$ cat config.mk
export PLATFORM = sky130hd
export DESIGN_NAME = uop_sequencer
export DESIGN_NICKNAME = d
export VERILOG_FILES = /design/src/design/ctl_pkg.sv /design/src/design/uop_sequencer.sv
export VERILOG_INCLUDE_DIRS = /design/src /design/src/design
export SDC_FILE = /design/constraint.sdc
export NUM_CORES = 1
export LEC_CHECK = 0
export ABC_CLOCK_PERIOD_IN_PS = 1550
export BUFFER_PORTS_ARGS = -buffer_cell sky130_fd_sc_hd__buf_2
export CORE_MARGIN = 2
export CORE_UTILIZATION = 45
export DETAILED_ROUTE_END_ITERATION = 8
export PLACE_DENSITY = 0.78
export SLEW_MARGIN = 10
export SYNTH_ARGS = -nofsm -noshare
export SYNTH_HDL_FRONTEND = slang
export SYNTH_SLANG_ARGS = --single-unit
$ cat constraint.sdc
create_clock -name n_clk -period 1.55 [get_ports n_clk]
set_input_delay 0.155 -clock n_clk [delete_from_list [all_inputs] [get_ports n_clk]]
set_output_delay 0.155 -clock n_clk [all_outputs]
set_load 0.03 [all_outputs]
$ cat src/design/ctl_cfg.svh
`ifndef CTL_CFG_SVH
`define CTL_CFG_SVH

// Basic widths
`define CTL_OPCODE_W 6
`define CTL_UOP_W 4
`define CTL_WORD_W 32
// Byte address into the store, word index then byte lane
`define CTL_BOOT_ADDR_W 12

// Words in the microcode store, one per opcode and micro-op pair
`define CTL_UCODE_DEPTH 1024

// Micro-ops already in flight when an END is seen
`define CTL_SQUASH 2

// Constant for the control data bus
`define CTL_DATA_MSB 5
`define CTL_DATA_LSB 0
// Register file select
`define CTL_REG_SEL_MSB 7
`define CTL_REG_SEL_LSB 6
// Out plane, in plane and misc plane
`define CTL_OUT_MSB 11
`define CTL_OUT_LSB 8
`define CTL_IN_MSB 14
`define CTL_IN_LSB 12
`define CTL_MISC_BIT 15
// ALU and shifter controls
`define CTL_MLU_MSB 19
`define CTL_MLU_LSB 16
`define CTL_SHIFT_MSB 21
`define CTL_SHIFT_LSB 20
`define CTL_SHIFT_ARITH_BIT 22
// Next opcode source, 1 takes it from the bus
`define CTL_OPSEL_BIT 23

`endif

$ cat src/design/ctl_pkg.sv
`include "ctl_cfg.svh"

package ctl_pkg;

  // Opcode and micro-op index, the two halves of a store address
  typedef logic [`CTL_OPCODE_W-1:0] opcode_t;
  typedef logic [`CTL_UOP_W-1:0] uop_idx_t;

  // Opcode in the upper bits, index in the lower bits
  typedef logic [`CTL_OPCODE_W+`CTL_UOP_W-1:0] ucode_addr_t;

  // One latched microcode word
  typedef logic [`CTL_WORD_W-1:0] ucode_word_t;

  // Bootstrap byte address, byte 0 is the LSB of a word
  typedef logic [`CTL_BOOT_ADDR_W-1:0] boot_addr_t;

  // Load targets, decoded to one-cycle strobes
  typedef enum logic [`CTL_IN_MSB-`CTL_IN_LSB:0] {
    IN_NONE,
    IN_REG,
    IN_TMP0,
    IN_TMP1,
    IN_MMU,
    IN_OPWORD,
    IN_OPCODE
  } in_plane_e;

  // Bus drivers, decoded to active-low enables
  typedef enum logic [`CTL_OUT_MSB-`CTL_OUT_LSB:0] {
    OUT_NONE,
    OUT_REG,
    OUT_TMP0,
    OUT_TMP1,
    OUT_MMU,
    OUT_MLU,
    OUT_SHIFTER,
    OUT_TIMER,
    OUT_CTRL_DATA,
    OUT_OPWORD_IMM
  } out_plane_e;

  // Only code here ends the instruction
  typedef enum logic [0:0] {
    MISC_NONE,
    MISC_END
  } misc_plane_e;

  // Sequencer waits for the store to be loaded
  typedef enum logic {
    SEQ_BOOT,
    SEQ_RUN
  } seq_state_e;

endpackage

$ cat src/design/uop_sequencer.sv
`include "ctl_cfg.svh"

module uop_sequencer (
  input  logic                 n_clk,
  input  logic                 n_rst,
  input  logic                 booted,
  input  logic [7:0]           bus,
  input  ctl_pkg::opcode_t     opword_opcode,
  input  logic                 uop_end,
  input  logic                 opcode_load,
  input  logic                 opcode_from_bus,
  output ctl_pkg::ucode_addr_t ucode_addr,
  output logic                 addr_valid
);

  ctl_pkg::seq_state_e state;
  ctl_pkg::seq_state_e state_next;

  // Current opcode and the index of the issued micro-op
  ctl_pkg::opcode_t  opcode_q;
  ctl_pkg::opcode_t  opcode_src;
  ctl_pkg::uop_idx_t uop_q;
  ctl_pkg::uop_idx_t uop_next;

  // Boot hold, leaves once the store is loaded
  // RUN is kept for the rest of the run
  always_comb begin
    state_next = state;
    if ((state == ctl_pkg::SEQ_BOOT) && booted) begin
      state_next = ctl_pkg::SEQ_RUN;
    end
  end

  // Next opcode comes off the bus or out of the opword
  assign opcode_src = opcode_from_bus ? bus[`CTL_OPCODE_W-1:0] : opword_opcode;

  // Counter step
  // First RUN cycle issues index 0 without advancing
  // END restarts the routine, otherwise wrap from 15 to 0
  always_comb begin
    if (uop_end) begin
      uop_next = '0;
    end else if (addr_valid) begin
      uop_next = uop_q + ctl_pkg::uop_idx_t'(1);
    end else begin
      uop_next = uop_q;
    end
  end

  always_ff @(posedge n_clk or negedge n_rst) begin
    if (!n_rst) begin
      state      <= ctl_pkg::SEQ_BOOT;
      opcode_q   <= '0;
      uop_q      <= '0;
      addr_valid <= 1'b0;
    end else begin
      state <= state_next;
      // Nothing moves until the hold is left
      if (state == ctl_pkg::SEQ_RUN) begin
        uop_q      <= uop_next;
        addr_valid <= 1'b1;
        // Loads on the same edge the counter clears
        if (opcode_load) begin
          opcode_q <= opcode_src;
        end
      end
    end
  end

  // Address is the pair of registers, so it is already registered
  // After an END it points at word 0 of the new opcode
  assign ucode_addr = {opcode_q, uop_q};

endmodule

==> impl_metrics.py <==
metrics = {
    "floorplan": {
        "ioPinCount": 31,
        "fp.dieH_um": 40.1,
        "coreArea_um2": 1250,
        "fp-row-count": 13,
        "dieArea_um2": 1610,
        "dieWidth_um": 40.1,
        "initial_core_util_pct": 46.9,
    },
    "place": {
        "portBuffers": 28,
        "dp_cells": 95,
        "gp_congestion": 0.640,
        "hpwl_um": 863,
    },
    "drt": {
        "top_layer": "met4",
        "drcViolationCount": 0,
        "drt_iter0_markers": 6,
        "firstDrtPassIters": 4,
        "drt-total-wl_mm": 1.12,
        "ant_nets": 0,
        "wl_met1_um": 469,
        "viasPerCell": 5.02,
        "routed-wl-met3_um": 121,
        "met2_wirelength_um": 500,
        "num_vias": 497,
        "wl_per_cell_um": 11.4,
    },
    "timing": {
        "max_freq_ghz": 0.825,
        "rsz0062_at_grt": "no",
        "setup_viol": 0,
        "holdWs_ns": 0.0821,
        "fin_crit_sh_pct": 78.2,
        "hold_viol_final": 0,
        "skew_ns": 0.00148,
        "slew_headroom_pct": 75.3,
        "slew_violations": 0,
        "worst_slew_pin_slew_ns": 0.370,
        "period_needed_ns": 1.21,
        "setup_tns_ns": 0,
    },
    "yosys": {
        "synth_area_um2": 587,
        "synth_nets": 76,
        "syn_inst": 55,
        "yosysSeqAreaShare_pct": 51.2,
        "synth_cell_types": 20,
        "synth_area_per_cell_um2": 10.7,
        "yosysWarnings": 0,
        "ys_ff_latch": 12,
    },
    "cells_and_area": {
        "antenna_cells": 0,
        "finalNetCount": 107,
        "fillers": 107,
        "fin_util_pct": 60.2,
        "final_cell_mix": "buf_2, dfrtp_1, mux2i_1, a21oi_1, nor2_1",
        "fin_cells": 99,
        "area_growth_pct": 28.6,
        "final_common_cell": "buf_2",
        "drive_above_1_share_pct": 41.7,
    },
    "clock_tree": {
        "cts_tree": "built",
        "clk_latency_ns": 0.26,
        "post-cts-setup-buffers": 0,
        "clk_path_buf_depth": 2,
        "cts_max_level": 1,
        "numCtsBuffers": 3,
        "clock_sinks": 12,
        "root_buffer": "clkbuf_4",
        "clk_pin_slew_ns": 0.06,
    },
    "worst_hold_path": {
        "hold_class": "primary input to flop",
    },
    "global_route": {
        "grt_pass1_vias": 420,
        "grt_use_total_pct": 16.5,
        "grt_start_max_net_pins": 13,
        "grt_pass1_wl_mm": 1.65,
        "antenna_found_initial": 0,
        "grt_overflow_total": 0,
    },
    "setup_path": {
        "crit_required_ns": 1.73,
        "cp.arrival_ns": 1.39,
        "worstSetupEndpointType": "flop",
        "path_max_fanout": 12,
        "critPathLaunchType": "flop",
        "path_class": "flop to flop",
    },
    "job": {
        "maxCapViolCount": 0,
    },
    "power_and_ir_drop": {
        "p_leak_nw": 0.389,
        "vdd_drop_max_v": 0.000570,
        "total_power_uw": 684,
        "p_per_area_nw_per_um2": 907,
    },
    "outcome": {
        "status": "finished, final reports clean",
    },
}
per-layer routing:
layer	up-vias	global-route usage, %
met5	-	0
met3	4	3.33
met1	218	17.5
met2	28	27.0
li1	247	-
met4	0	15.5
final timing paths:
path                                   from          end  slack [ns]  cells after the start
worst min-delay path                 booted        state        0.08                      2
min in group asynchronous             n_rst  opcode_q[4]        0.30                      2
worst max-delay path                  state  opcode_q[2]        0.34                      3
worst max register to register        state  opcode_q[2]        0.34                      3
max in group asynchronous             n_rst     uop_q[2]        1.04                      2
worst min register to register  opcode_q[3]  opcode_q[3]        0.53                      2
cells by family (layout without fill, tap and decap cells):
kind of cell / after synthesis / count (layout) / share of synthesized area [%]
AO/OA/AOI/OAI: 12 / 12 / 12.6
adder cells (fa/ha/maj): 1 / 1 / 2.13
buffers and inverters: 7 / 36 / 6.61
flip-flops: 12 / 12 / 51.2
multiplexers: 8 / 8 / 14.5
AND/OR/NAND/NOR: 15 / 15 / 13.0
state kept, by name (all words and copies together), names as in the netlist:
register    cells
state           1
addr_valid      1
opcode_q        6
uop_q           4
layout make-up:
type                    instances  area (um2)  share of cell area [%]
clock buffers                   3        22.5                    2.99
inverters                       4        15.0                    1.99
multi-input cells              36         248                    32.8
flip-flops and latches         12         300                    39.8
well taps                      15        18.8                    2.49
repair buffers                 29         150                    19.9
where the power goes:
group          switching (mW)  leakage [nW]  total (mW)  internal, mW
combinational          0.0976         0.238       0.161        0.0631
sequential             0.0138         0.138       0.350         0.336
clock                  0.0839        0.0138       0.173        0.0895
total                   0.195         0.389       0.684         0.489
worst max-delay path, stage by stage, from the launching register on:
cell     delay (ns)
dfrtp_1        0.52
and2_1         0.41
nor2_1         0.07
a21oi_1        0.13
cells in the mapped netlist:
library cell	instances	share of area (%)
or2_2	2	2.1
mux2i_1	7	12
ha_1	1	2.1
o22ai_2	1	2.1
a21oi_1	7	6.0
inv_1	4	2.6
buf_2	1	0.85
nor2_1	6	3.8
and2_1	1	1.1
and4b_1	1	1.7
o22ai_1	3	3.2
buf_4	1	1.3
nand3_1	1	0.85
dfrtp_1	12	51
o21a_1	1	1.3
nor2b_1	1	1.1
nand2_1	2	1.3
mux2_4	1	2.6
buf_6	1	1.9
nand4_1	1	1.1
through the flow:
step,area [um2],setup WS (ns)
after global routing,754,0.133
final,754,0.338
after CTS,754,0.310
after global placement,722,0.386
after floorplan,587,0.307
after detailed placement,722,0.339
what timing repair did:
item / in CTS / in global routing
hold endpoints to repair: 12 / 0
hold buffers: 1 / 0
gates resized for setup: 0 / 0
Note: power is estimated with default switching activity, not from simulation.
