--- config.mk ---
export PLATFORM = sky130hd
export DESIGN_NAME = plane_decoder
export DESIGN_NICKNAME = d
export VERILOG_FILES = /design/src/design/ctl_pkg.sv /design/src/design/plane_decoder.sv
export VERILOG_INCLUDE_DIRS = /design/src /design/src/design
export SDC_FILE = /design/constraint.sdc
export NUM_CORES = 1
export LEC_CHECK = 0
export ABC_AREA = 1
export BUFFER_PORTS_ARGS = -buffer_cell sky130_fd_sc_hd__buf_4
export CAP_MARGIN = 30
export CORE_MARGIN = 8
export CORE_UTILIZATION = 47
export CTS_CLUSTER_SIZE = 12
export DETAILED_ROUTE_END_ITERATION = 10
export PLACE_DENSITY_LB_ADDON = 0.08
export SYNTH_ARGS = -nofsm -noshare
export SYNTH_HDL_FRONTEND = slang
export SYNTH_SLANG_ARGS = --single-unit
--- constraint.sdc ---
create_clock -name n_clk -period 2.7 [get_ports n_clk]
set_clock_uncertainty 0.1 [all_clocks]
set_input_delay 0.81 -clock n_clk [delete_from_list [all_inputs] [get_ports n_clk]]
set_output_delay 0.81 -clock n_clk [all_outputs]
set_load 0.005 [all_outputs]
--- src/design/ctl_cfg.svh ---
`ifndef CTL_CFG_SVH
`define CTL_CFG_SVH

// Basic widths
`define CTL_OPCODE_W 6
`define CTL_UOP_W 4
`define CTL_WORD_W 32
// Byte address into the store, word index then byte lane
`define CTL_BOOT_ADDR_W 12

// Words in the microcode store, one per opcode and micro-op pair
`define CTL_UCODE_DEPTH 1024

// Micro-ops already in flight when an END is seen
`define CTL_SQUASH 2

// Constant for the control data bus
`define CTL_DATA_MSB 5
`define CTL_DATA_LSB 0
// Register file select
`define CTL_REG_SEL_MSB 7
`define CTL_REG_SEL_LSB 6
// Out plane, in plane and misc plane
`define CTL_OUT_MSB 11
`define CTL_OUT_LSB 8
`define CTL_IN_MSB 14
`define CTL_IN_LSB 12
`define CTL_MISC_BIT 15
// ALU and shifter controls
`define CTL_MLU_MSB 19
`define CTL_MLU_LSB 16
`define CTL_SHIFT_MSB 21
`define CTL_SHIFT_LSB 20
`define CTL_SHIFT_ARITH_BIT 22
// Next opcode source, 1 takes it from the bus
`define CTL_OPSEL_BIT 23

`endif

--- src/design/ctl_pkg.sv ---
`include "ctl_cfg.svh"

package ctl_pkg;

  // Opcode and micro-op index, the two halves of a store address
  typedef logic [`CTL_OPCODE_W-1:0] opcode_t;
  typedef logic [`CTL_UOP_W-1:0] uop_idx_t;

  // Opcode in the upper bits, index in the lower bits
  typedef logic [`CTL_OPCODE_W+`CTL_UOP_W-1:0] ucode_addr_t;

  // One latched microcode word
  typedef logic [`CTL_WORD_W-1:0] ucode_word_t;

  // Bootstrap byte address, byte 0 is the LSB of a word
  typedef logic [`CTL_BOOT_ADDR_W-1:0] boot_addr_t;

  // Load targets, decoded to one-cycle strobes
  typedef enum logic [`CTL_IN_MSB-`CTL_IN_LSB:0] {
    IN_NONE,
    IN_REG,
    IN_TMP0,
    IN_TMP1,
    IN_MMU,
    IN_OPWORD,
    IN_OPCODE
  } in_plane_e;

  // Bus drivers, decoded to active-low enables
  typedef enum logic [`CTL_OUT_MSB-`CTL_OUT_LSB:0] {
    OUT_NONE,
    OUT_REG,
    OUT_TMP0,
    OUT_TMP1,
    OUT_MMU,
    OUT_MLU,
    OUT_SHIFTER,
    OUT_TIMER,
    OUT_CTRL_DATA,
    OUT_OPWORD_IMM
  } out_plane_e;

  // Only code here ends the instruction
  typedef enum logic [0:0] {
    MISC_NONE,
    MISC_END
  } misc_plane_e;

  // Sequencer waits for the store to be loaded
  typedef enum logic {
    SEQ_BOOT,
    SEQ_RUN
  } seq_state_e;

endpackage

--- src/design/plane_decoder.sv ---
`include "ctl_cfg.svh"

module plane_decoder (
  input  logic                 n_clk,
  input  logic                 n_rst,
  input  ctl_pkg::ucode_word_t ucode_word,
  input  logic                 word_valid,
  output logic                 uop_end,
  output logic                 opcode_load,
  output logic                 opcode_from_bus,
  output logic [5:0]           ctrl_data,
  output logic [1:0]           reg_sel,
  output logic [3:0]           mlu_plane,
  output logic [1:0]           shifter_plane,
  output logic                 shifter_arith,
  output logic                 reg_in,
  output logic                 tmp0_in,
  output logic                 tmp1_in,
  output logic                 mmu_in,
  output logic                 opword_in,
  output logic                 reg_n_out,
  output logic                 tmp0_n_out,
  output logic                 tmp1_n_out,
  output logic                 mmu_n_out,
  output logic                 mlu_n_out,
  output logic                 shifter_n_out,
  output logic                 timer_n_out,
  output logic                 ctrl_data_n_out,
  output logic                 opword_imm_n_out
);

  // Countdown wide enough to hold the squash depth
  localparam int SQ_W = $clog2(`CTL_SQUASH + 1);
  localparam logic [SQ_W-1:0] SQ_LOAD = SQ_W'(`CTL_SQUASH);

  ctl_pkg::ucode_word_t word_q;
  logic                 valid_q;
  logic [SQ_W-1:0]      squash_q;
  // Slot holds a word that is allowed to act
  logic                 live;

  ctl_pkg::in_plane_e   in_plane;
  ctl_pkg::out_plane_e  out_plane;
  ctl_pkg::misc_plane_e misc_plane;

  // Word latch, payload only
  always_ff @(posedge n_clk) begin
    if (word_valid) begin
      word_q <= ucode_word;
    end
  end

  // Valid flag and squash countdown
  // END loads the depth, each arriving word uses one up
  always_ff @(posedge n_clk or negedge n_rst) begin
    if (!n_rst) begin
      valid_q  <= 1'b0;
      squash_q <= '0;
    end else begin
      valid_q <= word_valid;
      if (uop_end) begin
        squash_q <= SQ_LOAD;
      end else if (word_valid && (squash_q != '0)) begin
        squash_q <= squash_q - 1'b1;
      end
    end
  end

  assign live = valid_q && (squash_q == '0);

  // Dead slots read as all NONE
  assign in_plane = live ? ctl_pkg::in_plane_e'(word_q[`CTL_IN_MSB:`CTL_IN_LSB])
                         : ctl_pkg::IN_NONE;
  assign out_plane = live ? ctl_pkg::out_plane_e'(word_q[`CTL_OUT_MSB:`CTL_OUT_LSB])
                          : ctl_pkg::OUT_NONE;
  assign misc_plane = live ? ctl_pkg::misc_plane_e'(word_q[`CTL_MISC_BIT])
                           : ctl_pkg::MISC_NONE;

  // Back to the sequencer
  assign uop_end         = (misc_plane == ctl_pkg::MISC_END);
  assign opcode_load     = (in_plane == ctl_pkg::IN_OPCODE);
  assign opcode_from_bus = live && word_q[`CTL_OPSEL_BIT];

  // Pass-through fields, zero when dead
  assign ctrl_data     = live ? word_q[`CTL_DATA_MSB:`CTL_DATA_LSB] : '0;
  assign reg_sel       = live ? word_q[`CTL_REG_SEL_MSB:`CTL_REG_SEL_LSB] : '0;
  assign mlu_plane     = live ? word_q[`CTL_MLU_MSB:`CTL_MLU_LSB] : '0;
  assign shifter_plane = live ? word_q[`CTL_SHIFT_MSB:`CTL_SHIFT_LSB] : '0;
  assign shifter_arith = live && word_q[`CTL_SHIFT_ARITH_BIT];

  // In plane, one-hot high strobes
  // Opcode load is handled above
  always_comb begin
    reg_in    = 1'b0;
    tmp0_in   = 1'b0;
    tmp1_in   = 1'b0;
    mmu_in    = 1'b0;
    opword_in = 1'b0;
    case (in_plane)
      ctl_pkg::IN_REG:    reg_in = 1'b1;
      ctl_pkg::IN_TMP0:   tmp0_in = 1'b1;
      ctl_pkg::IN_TMP1:   tmp1_in = 1'b1;
      ctl_pkg::IN_MMU:    mmu_in = 1'b1;
      ctl_pkg::IN_OPWORD: opword_in = 1'b1;
      default: ;
    endcase
  end

  // Out plane, one-hot low enables
  always_comb begin
    reg_n_out        = 1'b1;
    tmp0_n_out       = 1'b1;
    tmp1_n_out       = 1'b1;
    mmu_n_out        = 1'b1;
    mlu_n_out        = 1'b1;
    shifter_n_out    = 1'b1;
    timer_n_out      = 1'b1;
    ctrl_data_n_out  = 1'b1;
    opword_imm_n_out = 1'b1;
    case (out_plane)
      ctl_pkg::OUT_REG:        reg_n_out = 1'b0;
      ctl_pkg::OUT_TMP0:       tmp0_n_out = 1'b0;
      ctl_pkg::OUT_TMP1:       tmp1_n_out = 1'b0;
      ctl_pkg::OUT_MMU:        mmu_n_out = 1'b0;
      ctl_pkg::OUT_MLU:        mlu_n_out = 1'b0;
      ctl_pkg::OUT_SHIFTER:    shifter_n_out = 1'b0;
      ctl_pkg::OUT_TIMER:      timer_n_out = 1'b0;
      ctl_pkg::OUT_CTRL_DATA:  ctrl_data_n_out = 1'b0;
      ctl_pkg::OUT_OPWORD_IMM: opword_imm_n_out = 1'b0;
      default: ;
    endcase
  end

endmodule

==> results list, run 1 <==
- The cell sitting at the root of the clock tree is a sky130_fd_sc_hd__clkbuf_4.
- After the first detailed-routing iteration, the DRC count stood at 29.
- Wire length of the first global-routing pass: just over 4 mm
- By instance count, the leading cell after synthesis is sky130_fd_sc_hd__inv_1.
- Arrival time reported for the critical path endpoint: 1.64 ns
- The core region is 2500 um2.
- Synth unique cells: 14
- # port buffers: a little under 60
- Entering global routing, the biggest net connects 28 pins.
- Final standard cell utilization of the core: 0.6917
- Worst setup EP type: output port
- Dividing the detail-routed wire length by the instance count gives 12.76 um.
* Clock-pin transition on the worst setup and hold timing paths: 0.13 ns
- The floorplan has 18 rows.
- Of the total synthesized cell area, the portion taken by AND, OR, NAND and NOR gates is 0.2400.
- After detailed routing, the number of remaining DRC violations is 0.
- In the synthesized netlist the dominant register cell turns out to be sky130_fd_sc_hd__edfxtp_1.
- In this run the horizontal extent of the chip is 67.49 um.
- The cell that appears most often on the critical path is sky130_fd_sc_hd__inv_1.
- Final #Nets: 210
- Post-route cell area: between 1500 and 2000 um2
- Required time at the endpoint of the critical path: ~1.8 ns
* Commonest cells in the synthesized netlist: 26 x sky130_fd_sc_hd__inv_1, 24 x sky130_fd_sc_hd__edfxtp_1, 17 x sky130_fd_sc_hd__nand2_1
- In this run the worst path has a maximum fanout of 11.
- Arithmetic-cell share of the synthesized area counting full adders, half adders and majority gates: 0.01004
- # hold bufs at CTS: 0
* Max Slew Vio Count: 0
* Effective utilization at floorplan: 0.4985
- Standard cell with the maximum stage delay on the critical path: sky130_fd_sc_hd__dfrtp_1
- Critical path class: reg2out
- Flip-flop and latch count after synthesis: 27
* Slowest Stage Delay on Critical Path: 0.40 ns
* Unrepaired setup endpoints after global routing: false
* Via count: 915
- Dividing the detail-routed via count by the number of cells gives 4.507.
- sky130_fd_sc_hd__edfxtp_1 takes more of the synthesized area than any other cell.
- Number of synthesized flops with an enable pin: 24
- Number of buffers inserted during clock tree synthesis: 3
- Peak supply drop: 0.0005111 V
- Max-cap viol count: 0
* Dominant delay contributor by cell family on the critical path: flip-flops
* Share of layout cells above drive strength 1: 0.4335
- Min Tclk post-route: 2.548 ns
* Relative slew margins: 0.7813
* Static Leak: 0.0008293 uW
- P&R area growth vs syn: 38.76%
- Top-level port count: 67
* Share of the synthesized area in compound gates (AO/OA/AOI/OAI): 0.008032
- Based on the critical path, the design can be clocked at up to 0.3925 GHz.
* Area share of the largest cell type after synthesis: 0.5783
* Result of the run: complete, no violations
- The floorplan step set the die height to 67.49 um.
- Least-Margin Pin Slew: between 0.3 and 0.4 ns
- The clock passes through at most 2 buffers.
- Worst min-delay path category: in2async
- In this run the power density over the cells is 595.6 nW/um2.
- STA classifies the critical path startpoint as a flop.
* All-layer global routing usage: 0.1174
* Hold Fails Final Rpt: 0
- For this run, asynchronously set or reset flops after synthesis account for 0.1111.
* Parity-gate share of the synthesized area counting xor and xnor cells: 0
- Clock latency on the worst-skew pair, taken at its later pin, is 0.31 ns.
* Number of buffer and inverter stages on the critical path: 3
* Overflow left after global routing: 0
- The placed instances occupy a cell area of roughly 1700 um2.
- Detailed placement finished with a half-perimeter wire length of 2.103 mm.
* FF+latch area: around 800 um2
* Dominant cells by area after synthesis: sky130_fd_sc_hd__edfxtp_1 58%, sky130_fd_sc_hd__nor2_4 9.0%, sky130_fd_sc_hd__inv_1 7.8%, sky130_fd_sc_hd__dfrtp_1 6.0%, sky130_fd_sc_hd__nand2_1 5.1%
- In the finished design, the share of the clock period the worst path needs comes to 0.9436.
- Filler cell count in the final layout: 200
- After detailed routing, the total wire length is 2.591 mm.
* Antenna violations before repair: 0
- The multi-input combinational cells in the finished layout cover a total of 329.1 um2.
* Pre-CTS worst setup slack: between 0.3 and 0.4 ns
- Setup TNS after final layout: 0 ns
- In this run the mean area of a mapped cell was ~11 um2.
- Post-synthesis net count: 148
- Sequential area share after synthesis: 0.6386
* Antenna Nets Post-Route: 0
- 0 antenna diodes ended up in the layout.
* Share of synthesized area spent on multiplexers: 0
- Count of warnings emitted by yosys: 0
- Synthesis handed over a netlist of 112 instances.
* Final setup violation count: 0
- The die covers 4555 um2.
- The first detailed-routing pass ran for 4 iterations.
- In this run the number of H-tree levels came out at 1.
- The mapped netlist covers roughly 1200 um2.
- The congestion estimate from routability-driven global placement came to 0.7255.
- Clock sink total: 27
- The number of global-route vias before repair came to 926.
- Post-route setup slack: 0.1522 ns
- The signal on the critical path passes through inv_1 -> ha_2 -> nand2_4 -> inv_1 -> nand3_1 -> nor2_1 -> buf_4.
* TritonCTS clock tree: built
* Combinational family with the most area after synthesis: simple AND/OR/NAND/NOR gates
* Final hold slack: roughly 0.16 ns
worst reg2reg max path: stages (launching register included):
cell and delay [ns]:
sky130_fd_sc_hd__dfrtp_1 0.40, sky130_fd_sc_hd__inv_1 0.08, sky130_fd_sc_hd__ha_2 0.25, sky130_fd_sc_hd__inv_1 0.07, sky130_fd_sc_hd__nand2_1 0.09, sky130_fd_sc_hd__nand2_1 0.06, sky130_fd_sc_hd__nand2_1 0.05, sky130_fd_sc_hd__nand2_1 0.05
path summary, 6_finish.rpt:
kind                                              start                 endpoint  slack, ns  cells past startpoint
worst min-delay path                              n_rst  squash_q[1]$_DFFE_PN0P_       0.16                      1
worst max-delay path            squash_q[0]$_DFFE_PN0P_              opcode_load       0.15                      7
max in group asynchronous                         n_rst  squash_q[0]$_DFFE_PN0P_       2.25                      1
min in group n_clk              squash_q[1]$_DFFE_PN0P_  squash_q[1]$_DFFE_PN0P_       0.43                      2
worst max register to register  squash_q[0]$_DFFE_PN0P_  squash_q[1]$_DFFE_PN0P_       1.45                      7
worst min register to register  squash_q[1]$_DFFE_PN0P_  squash_q[1]$_DFFE_PN0P_       0.43                      2
stage by stage:
step | std cells | total power [uW]
after floorplan | 112 | 744.9
after global placement | 199 | 859.5
after detailed placement | 199 | 872.5
after CTS | 203 | 1039
after global routing | 203 | 1110
final | 203 | 1030
logic make-up (layout without fill, tap and decap cells):
group                      after synthesis  in the layout
and+or+nand+nor                         54             54
buffers and inverters                   28             89
DFF                                     27             27
AOI/OAI and AO/OA                        2              2
adders and majority gates                1              1
what timing repair did:
item	CTS	global route
hold endpoints to repair	0	0
setup buffers	0	0
gates resized for setup	1	2
setup endpoints to repair	7	20
metal layers:
| layer | global-route usage | share of wire |
|---|---|---|
| met3 | 0.03974 | 0.090 |
| met5 | 0 | 0 |
| met2 | 0.1953 | 0.50 |
| met4 | 0.05222 | 0.017 |
| met1 | 0.1339 | 0.39 |
state kept, by name, indices dropped and copies added (netlist names):
signal / count
squash_q: 2
valid_q: 1
word_q: 24
power by group:
group	switching, uW	internal (uW)	total, uW	leakage [uW]
registers	19.9	504	524	0.000270
clock network	107	57.6	165	0.0000150
logic	187	154	341	0.000544
final cells by class:
class | count | share of cell area
multi-input combinational | 57 | 0.1903
timing repair buffer | 59 | 0.2562
tap | 30 | 0.02171
clock buffer | 4 | 0.01520
sequential | 27 | 0.4602
inverter | 26 | 0.05644
layout by cell type, fill, tap and decap left out:
cell and n:
sky130_fd_sc_hd__nor2_4 10, sky130_fd_sc_hd__nor3_2 1, sky130_fd_sc_hd__o21ai_0 1, sky130_fd_sc_hd__nand2_4 1
sky130_fd_sc_hd__clkbuf_1 1, sky130_fd_sc_hd__o21ai_1 1, sky130_fd_sc_hd__nand3_1 8, sky130_fd_sc_hd__clkbuf_4 3
sky130_fd_sc_hd__buf_4 59, sky130_fd_sc_hd__dfrtp_1 3, sky130_fd_sc_hd__ha_2 1, sky130_fd_sc_hd__nor2_1 15
sky130_fd_sc_hd__nor3_1 2, sky130_fd_sc_hd__edfxtp_1 24, sky130_fd_sc_hd__nand2_1 17, sky130_fd_sc_hd__inv_1 26
No activity file was read; power rests on OpenSTA's default activity.
==> run 2, diff against run 1 <==
--- a/constraint.sdc
+++ b/constraint.sdc
@@ -3,3 +3,3 @@
 set_input_delay 0.81 -clock n_clk [delete_from_list [all_inputs] [get_ports n_clk]]
 set_output_delay 0.81 -clock n_clk [all_outputs]
-set_load 0.005 [all_outputs]
+set_load 0.1 [all_outputs]
==> run 2 against run 1 <==
Compared with the run above:
- first-iteration DRC count down 6.9%
- global-route usage up 0.13 points
- non-clock buffer count increased by 2
- sequential power about the same
- register-to-register slack better by 0.03 ns
- critical path type unchanged
==> results list, run 2 (synthesis gave the netlist of run 1 again) <==
- Compared with the post-synthesis result, the final layout area differs by 47.09%.
* Post-route cell area: 1833 um2 (+6.0%)
- The maximum clock path buffer count was 2 (unchanged).
- The first-pass GRT wire length came to 4.084 mm (+0.49%).
- Counting flops per register, the top entry is word_q.
* Via count: 966 (+5.6%)
* Unrepaired setup endpoints after global routing: true
* Critical path class: reg2out
* Final setup violation count: 0 (unchanged)
- Aggregate routed wire length: 2.806 mm (+8.3%)
- Max Fclk: 0.3806 GHz (-3.0%)
* Worst min-delay path category: in2async
- Antenna violations before repair: 0 (unchanged)
- The largest fanout on the critical path was 10 (-1).
* Diode count: 0 (unchanged)
- Floorplan row count: 18 (unchanged)
- Cell-by-cell listing of the critical path: inv_2 -> ha_4 -> nand2_2 -> buf_4 -> nor3_2 -> buf_6
- Die area: 4555 um2 (unchanged)
- Most common library cell in the layout ignoring fill and taps: sky130_fd_sc_hd__buf_4
- The post-cts hold buffer count came to 0 (unchanged).
- Required time at the endpoint of the critical path: 1.79 ns (about the same)
- The clock transition at the registers of the reported paths is 0.14 ns (about the same).
- TritonCTS built the clock tree.
- Flip-flop count of the largest register, all copies and words added: 24 (unchanged)
* Worst skew pair latency: 0.32 ns (about the same)
* Number of design-rule violations left by the first detailed-router iteration: 27 (-6.9%)
* Result of the run: complete, no violations
- CTS H-Tree Depth: 1 (unchanged)
- The relative slew slack came to 0.7757 (-0.005638).
- Worst setup EP type: output port
- Max-cap viol count: 0 (unchanged)
* Post-detailed-route wirelength per cell: 13.69 um (+7.2%)
- The initial core utilization is 0.4985 (unchanged).
- Peak supply drop: 0.0005507 V (+7.8%)
* Power density over the cells: 811.7 nW/um2 (+36%)
- Overflow left after global routing: 0 (unchanged)
- The cell sitting at the root of the clock tree is a sky130_fd_sc_hd__clkbuf_4.
* Hold Fails Final Rpt: 0 (unchanged)
* Pwr Total: 1488 uW (+44%)
- Worst reg2reg startpoint: squash_q[0]$_DFFE_PN0P_
- Min Tclk post-route: 2.627 ns (+0.07965 ns)
- Core region area: 2500 um2 (unchanged)
* Reg2reg path depth: 7 (unchanged)
- Top-level port count: 67 (unchanged)
- The final-report max-slew violation count came to 0 (unchanged).
- Among all stages on the critical path, the largest delay is contributed by sky130_fd_sc_hd__dfrtp_1.
- 1st-pass router iterations: 4 (unchanged)
- Filler cell count in the final layout: 184 (-8.0%)
- The critical path data arrival time was 1.72 ns (+0.08 ns).
- The top cell types in the final layout, fill and taps aside, are 49 x sky130_fd_sc_hd__buf_4, 25 x sky130_fd_sc_hd__inv_1, 24 x sky130_fd_sc_hd__edfxtp_1.
- Die boundary height: 67.49 um (unchanged)
- Routability congestion estimate from global placement: 0.7657 (+5.5%)
* Area of placed instances: 1734 um2 (+2.3%)
- Worst setup SP type: flop
- Floorplan die width: 67.49 um (unchanged)
- Setup TNS after final layout: 0 ns (unchanged)
- The delay contributed by the slowest stage of the critical path came to 0.42 ns (+0.02 ns).
- Number of global-route vias before repair: 934 (+0.86%)
* Share of the clock period used by the worst path: 0.9731 (+0.02950)
- Least-Margin Pin Slew: 0.3364 ns (+0.008457 ns)
* All-layer global routing usage: 0.1188 (+0.001329)
- Tracing the worst setup path back leads to its startpoint at squash_q[0]$_DFFE_PN0P_.
- The leakage power is 0.0008571 uW (+3.4%).
* Share of layout cells above drive strength 1: 0.5029 (+0.06933)
- # port buffers: 58 (unchanged)
* Clock sink total: 27 (unchanged)
- The worst slack at placement was 0.2981 ns (-0.03444 ns).
- The via-per-instance ratio came to 4.712 (+4.5%).
* Maximum number of pins on one net before global-route repair: 28 (unchanged)
- DPL Wire Length: 2.223 mm (+5.7%)
* Number of remaining DRC errors: 0 (unchanged)
- Final #Nets: 212 (+0.95%)
- Number of buffers inserted during clock tree synthesis: 3 (unchanged)
- The remaining number of nets flagged by the antenna check after routing came to 0 (unchanged).
* Largest registers: word_q: 24 flops, squash_q: 2 flops, valid_q: 1 flops
- Post-route setup slack: 0.07253 ns (-0.07965 ns)
-- run 2: area by class of cell --
cell class	count	area, um2	share of cell area
Sequential cell	27	795.8	0.4341
Timing Repair Buffer	61	506.7	0.2765
Multi-Input combinational cell	57	367.9	0.2007
Inverter	26	97.59	0.05324
Tap cell	30	37.54	0.02048
Clock buffer	3	22.52	0.01229
Clock inverter	1	5.005	0.002730
-- run 2: worst paths after layout --
check	to	slack [ns]
worst max register to register	squash_q[1]$_DFFE_PN0P_	1.48
worst min-delay path	valid_q$_DFF_PN0_	0.15
max in group asynchronous	squash_q[1]$_DFFE_PN0P_	2.26
min in group n_clk	squash_q[0]$_DFFE_PN0P_	0.50
worst min register to register	squash_q[0]$_DFFE_PN0P_	0.50
worst max-delay path	mmu_in	0.07
-- run 2: where the power goes --
group,leakage (uW),switching [uW],internal (uW)
clock,0.0000177,115,55.5
sequential,0.000270,23.2,504
combinational,0.000569,597,194
total,0.000857,735,753
-- run 2: per-layer routing --
layer / global-route usage / vias up / part of all wire
met3: 0.02483 / 8 / 0.072
met2: 0.2308 / 39 / 0.56
li1: - / 472 / -
met5: 0 / - / 0
met4: 0.06005 / 0 / 0.026
met1: 0.1138 / 447 / 0.34
-- run 2: stage by stage --
step | std cells | hold WS, ns | util
floorplan | 112 | 0.3755 | -
global placement | 200 | 0.3961 | 0.6937
detailed placement | 200 | 0.4447 | 0.6937
CTS | 204 | 0.1422 | 0.7087
global route | 205 | 0.1316 | 0.7332
finish | 205 | 0.1496 | 0.7332
-- run 2: timing repair --
item                                    CTS  global route
gates resized for setup                   3            14
endpoints found under the setup margin    8            31
setup buffers                             0             1
-- run 2: critical path, delay by kind of cell, from the launching register on --
family | cells | cell delay [ns]
fa+ha+maj | 1 | 0.17
simple gates | 2 | 0.26
flops | 1 | 0.42
buf+inv | 3 | 0.54
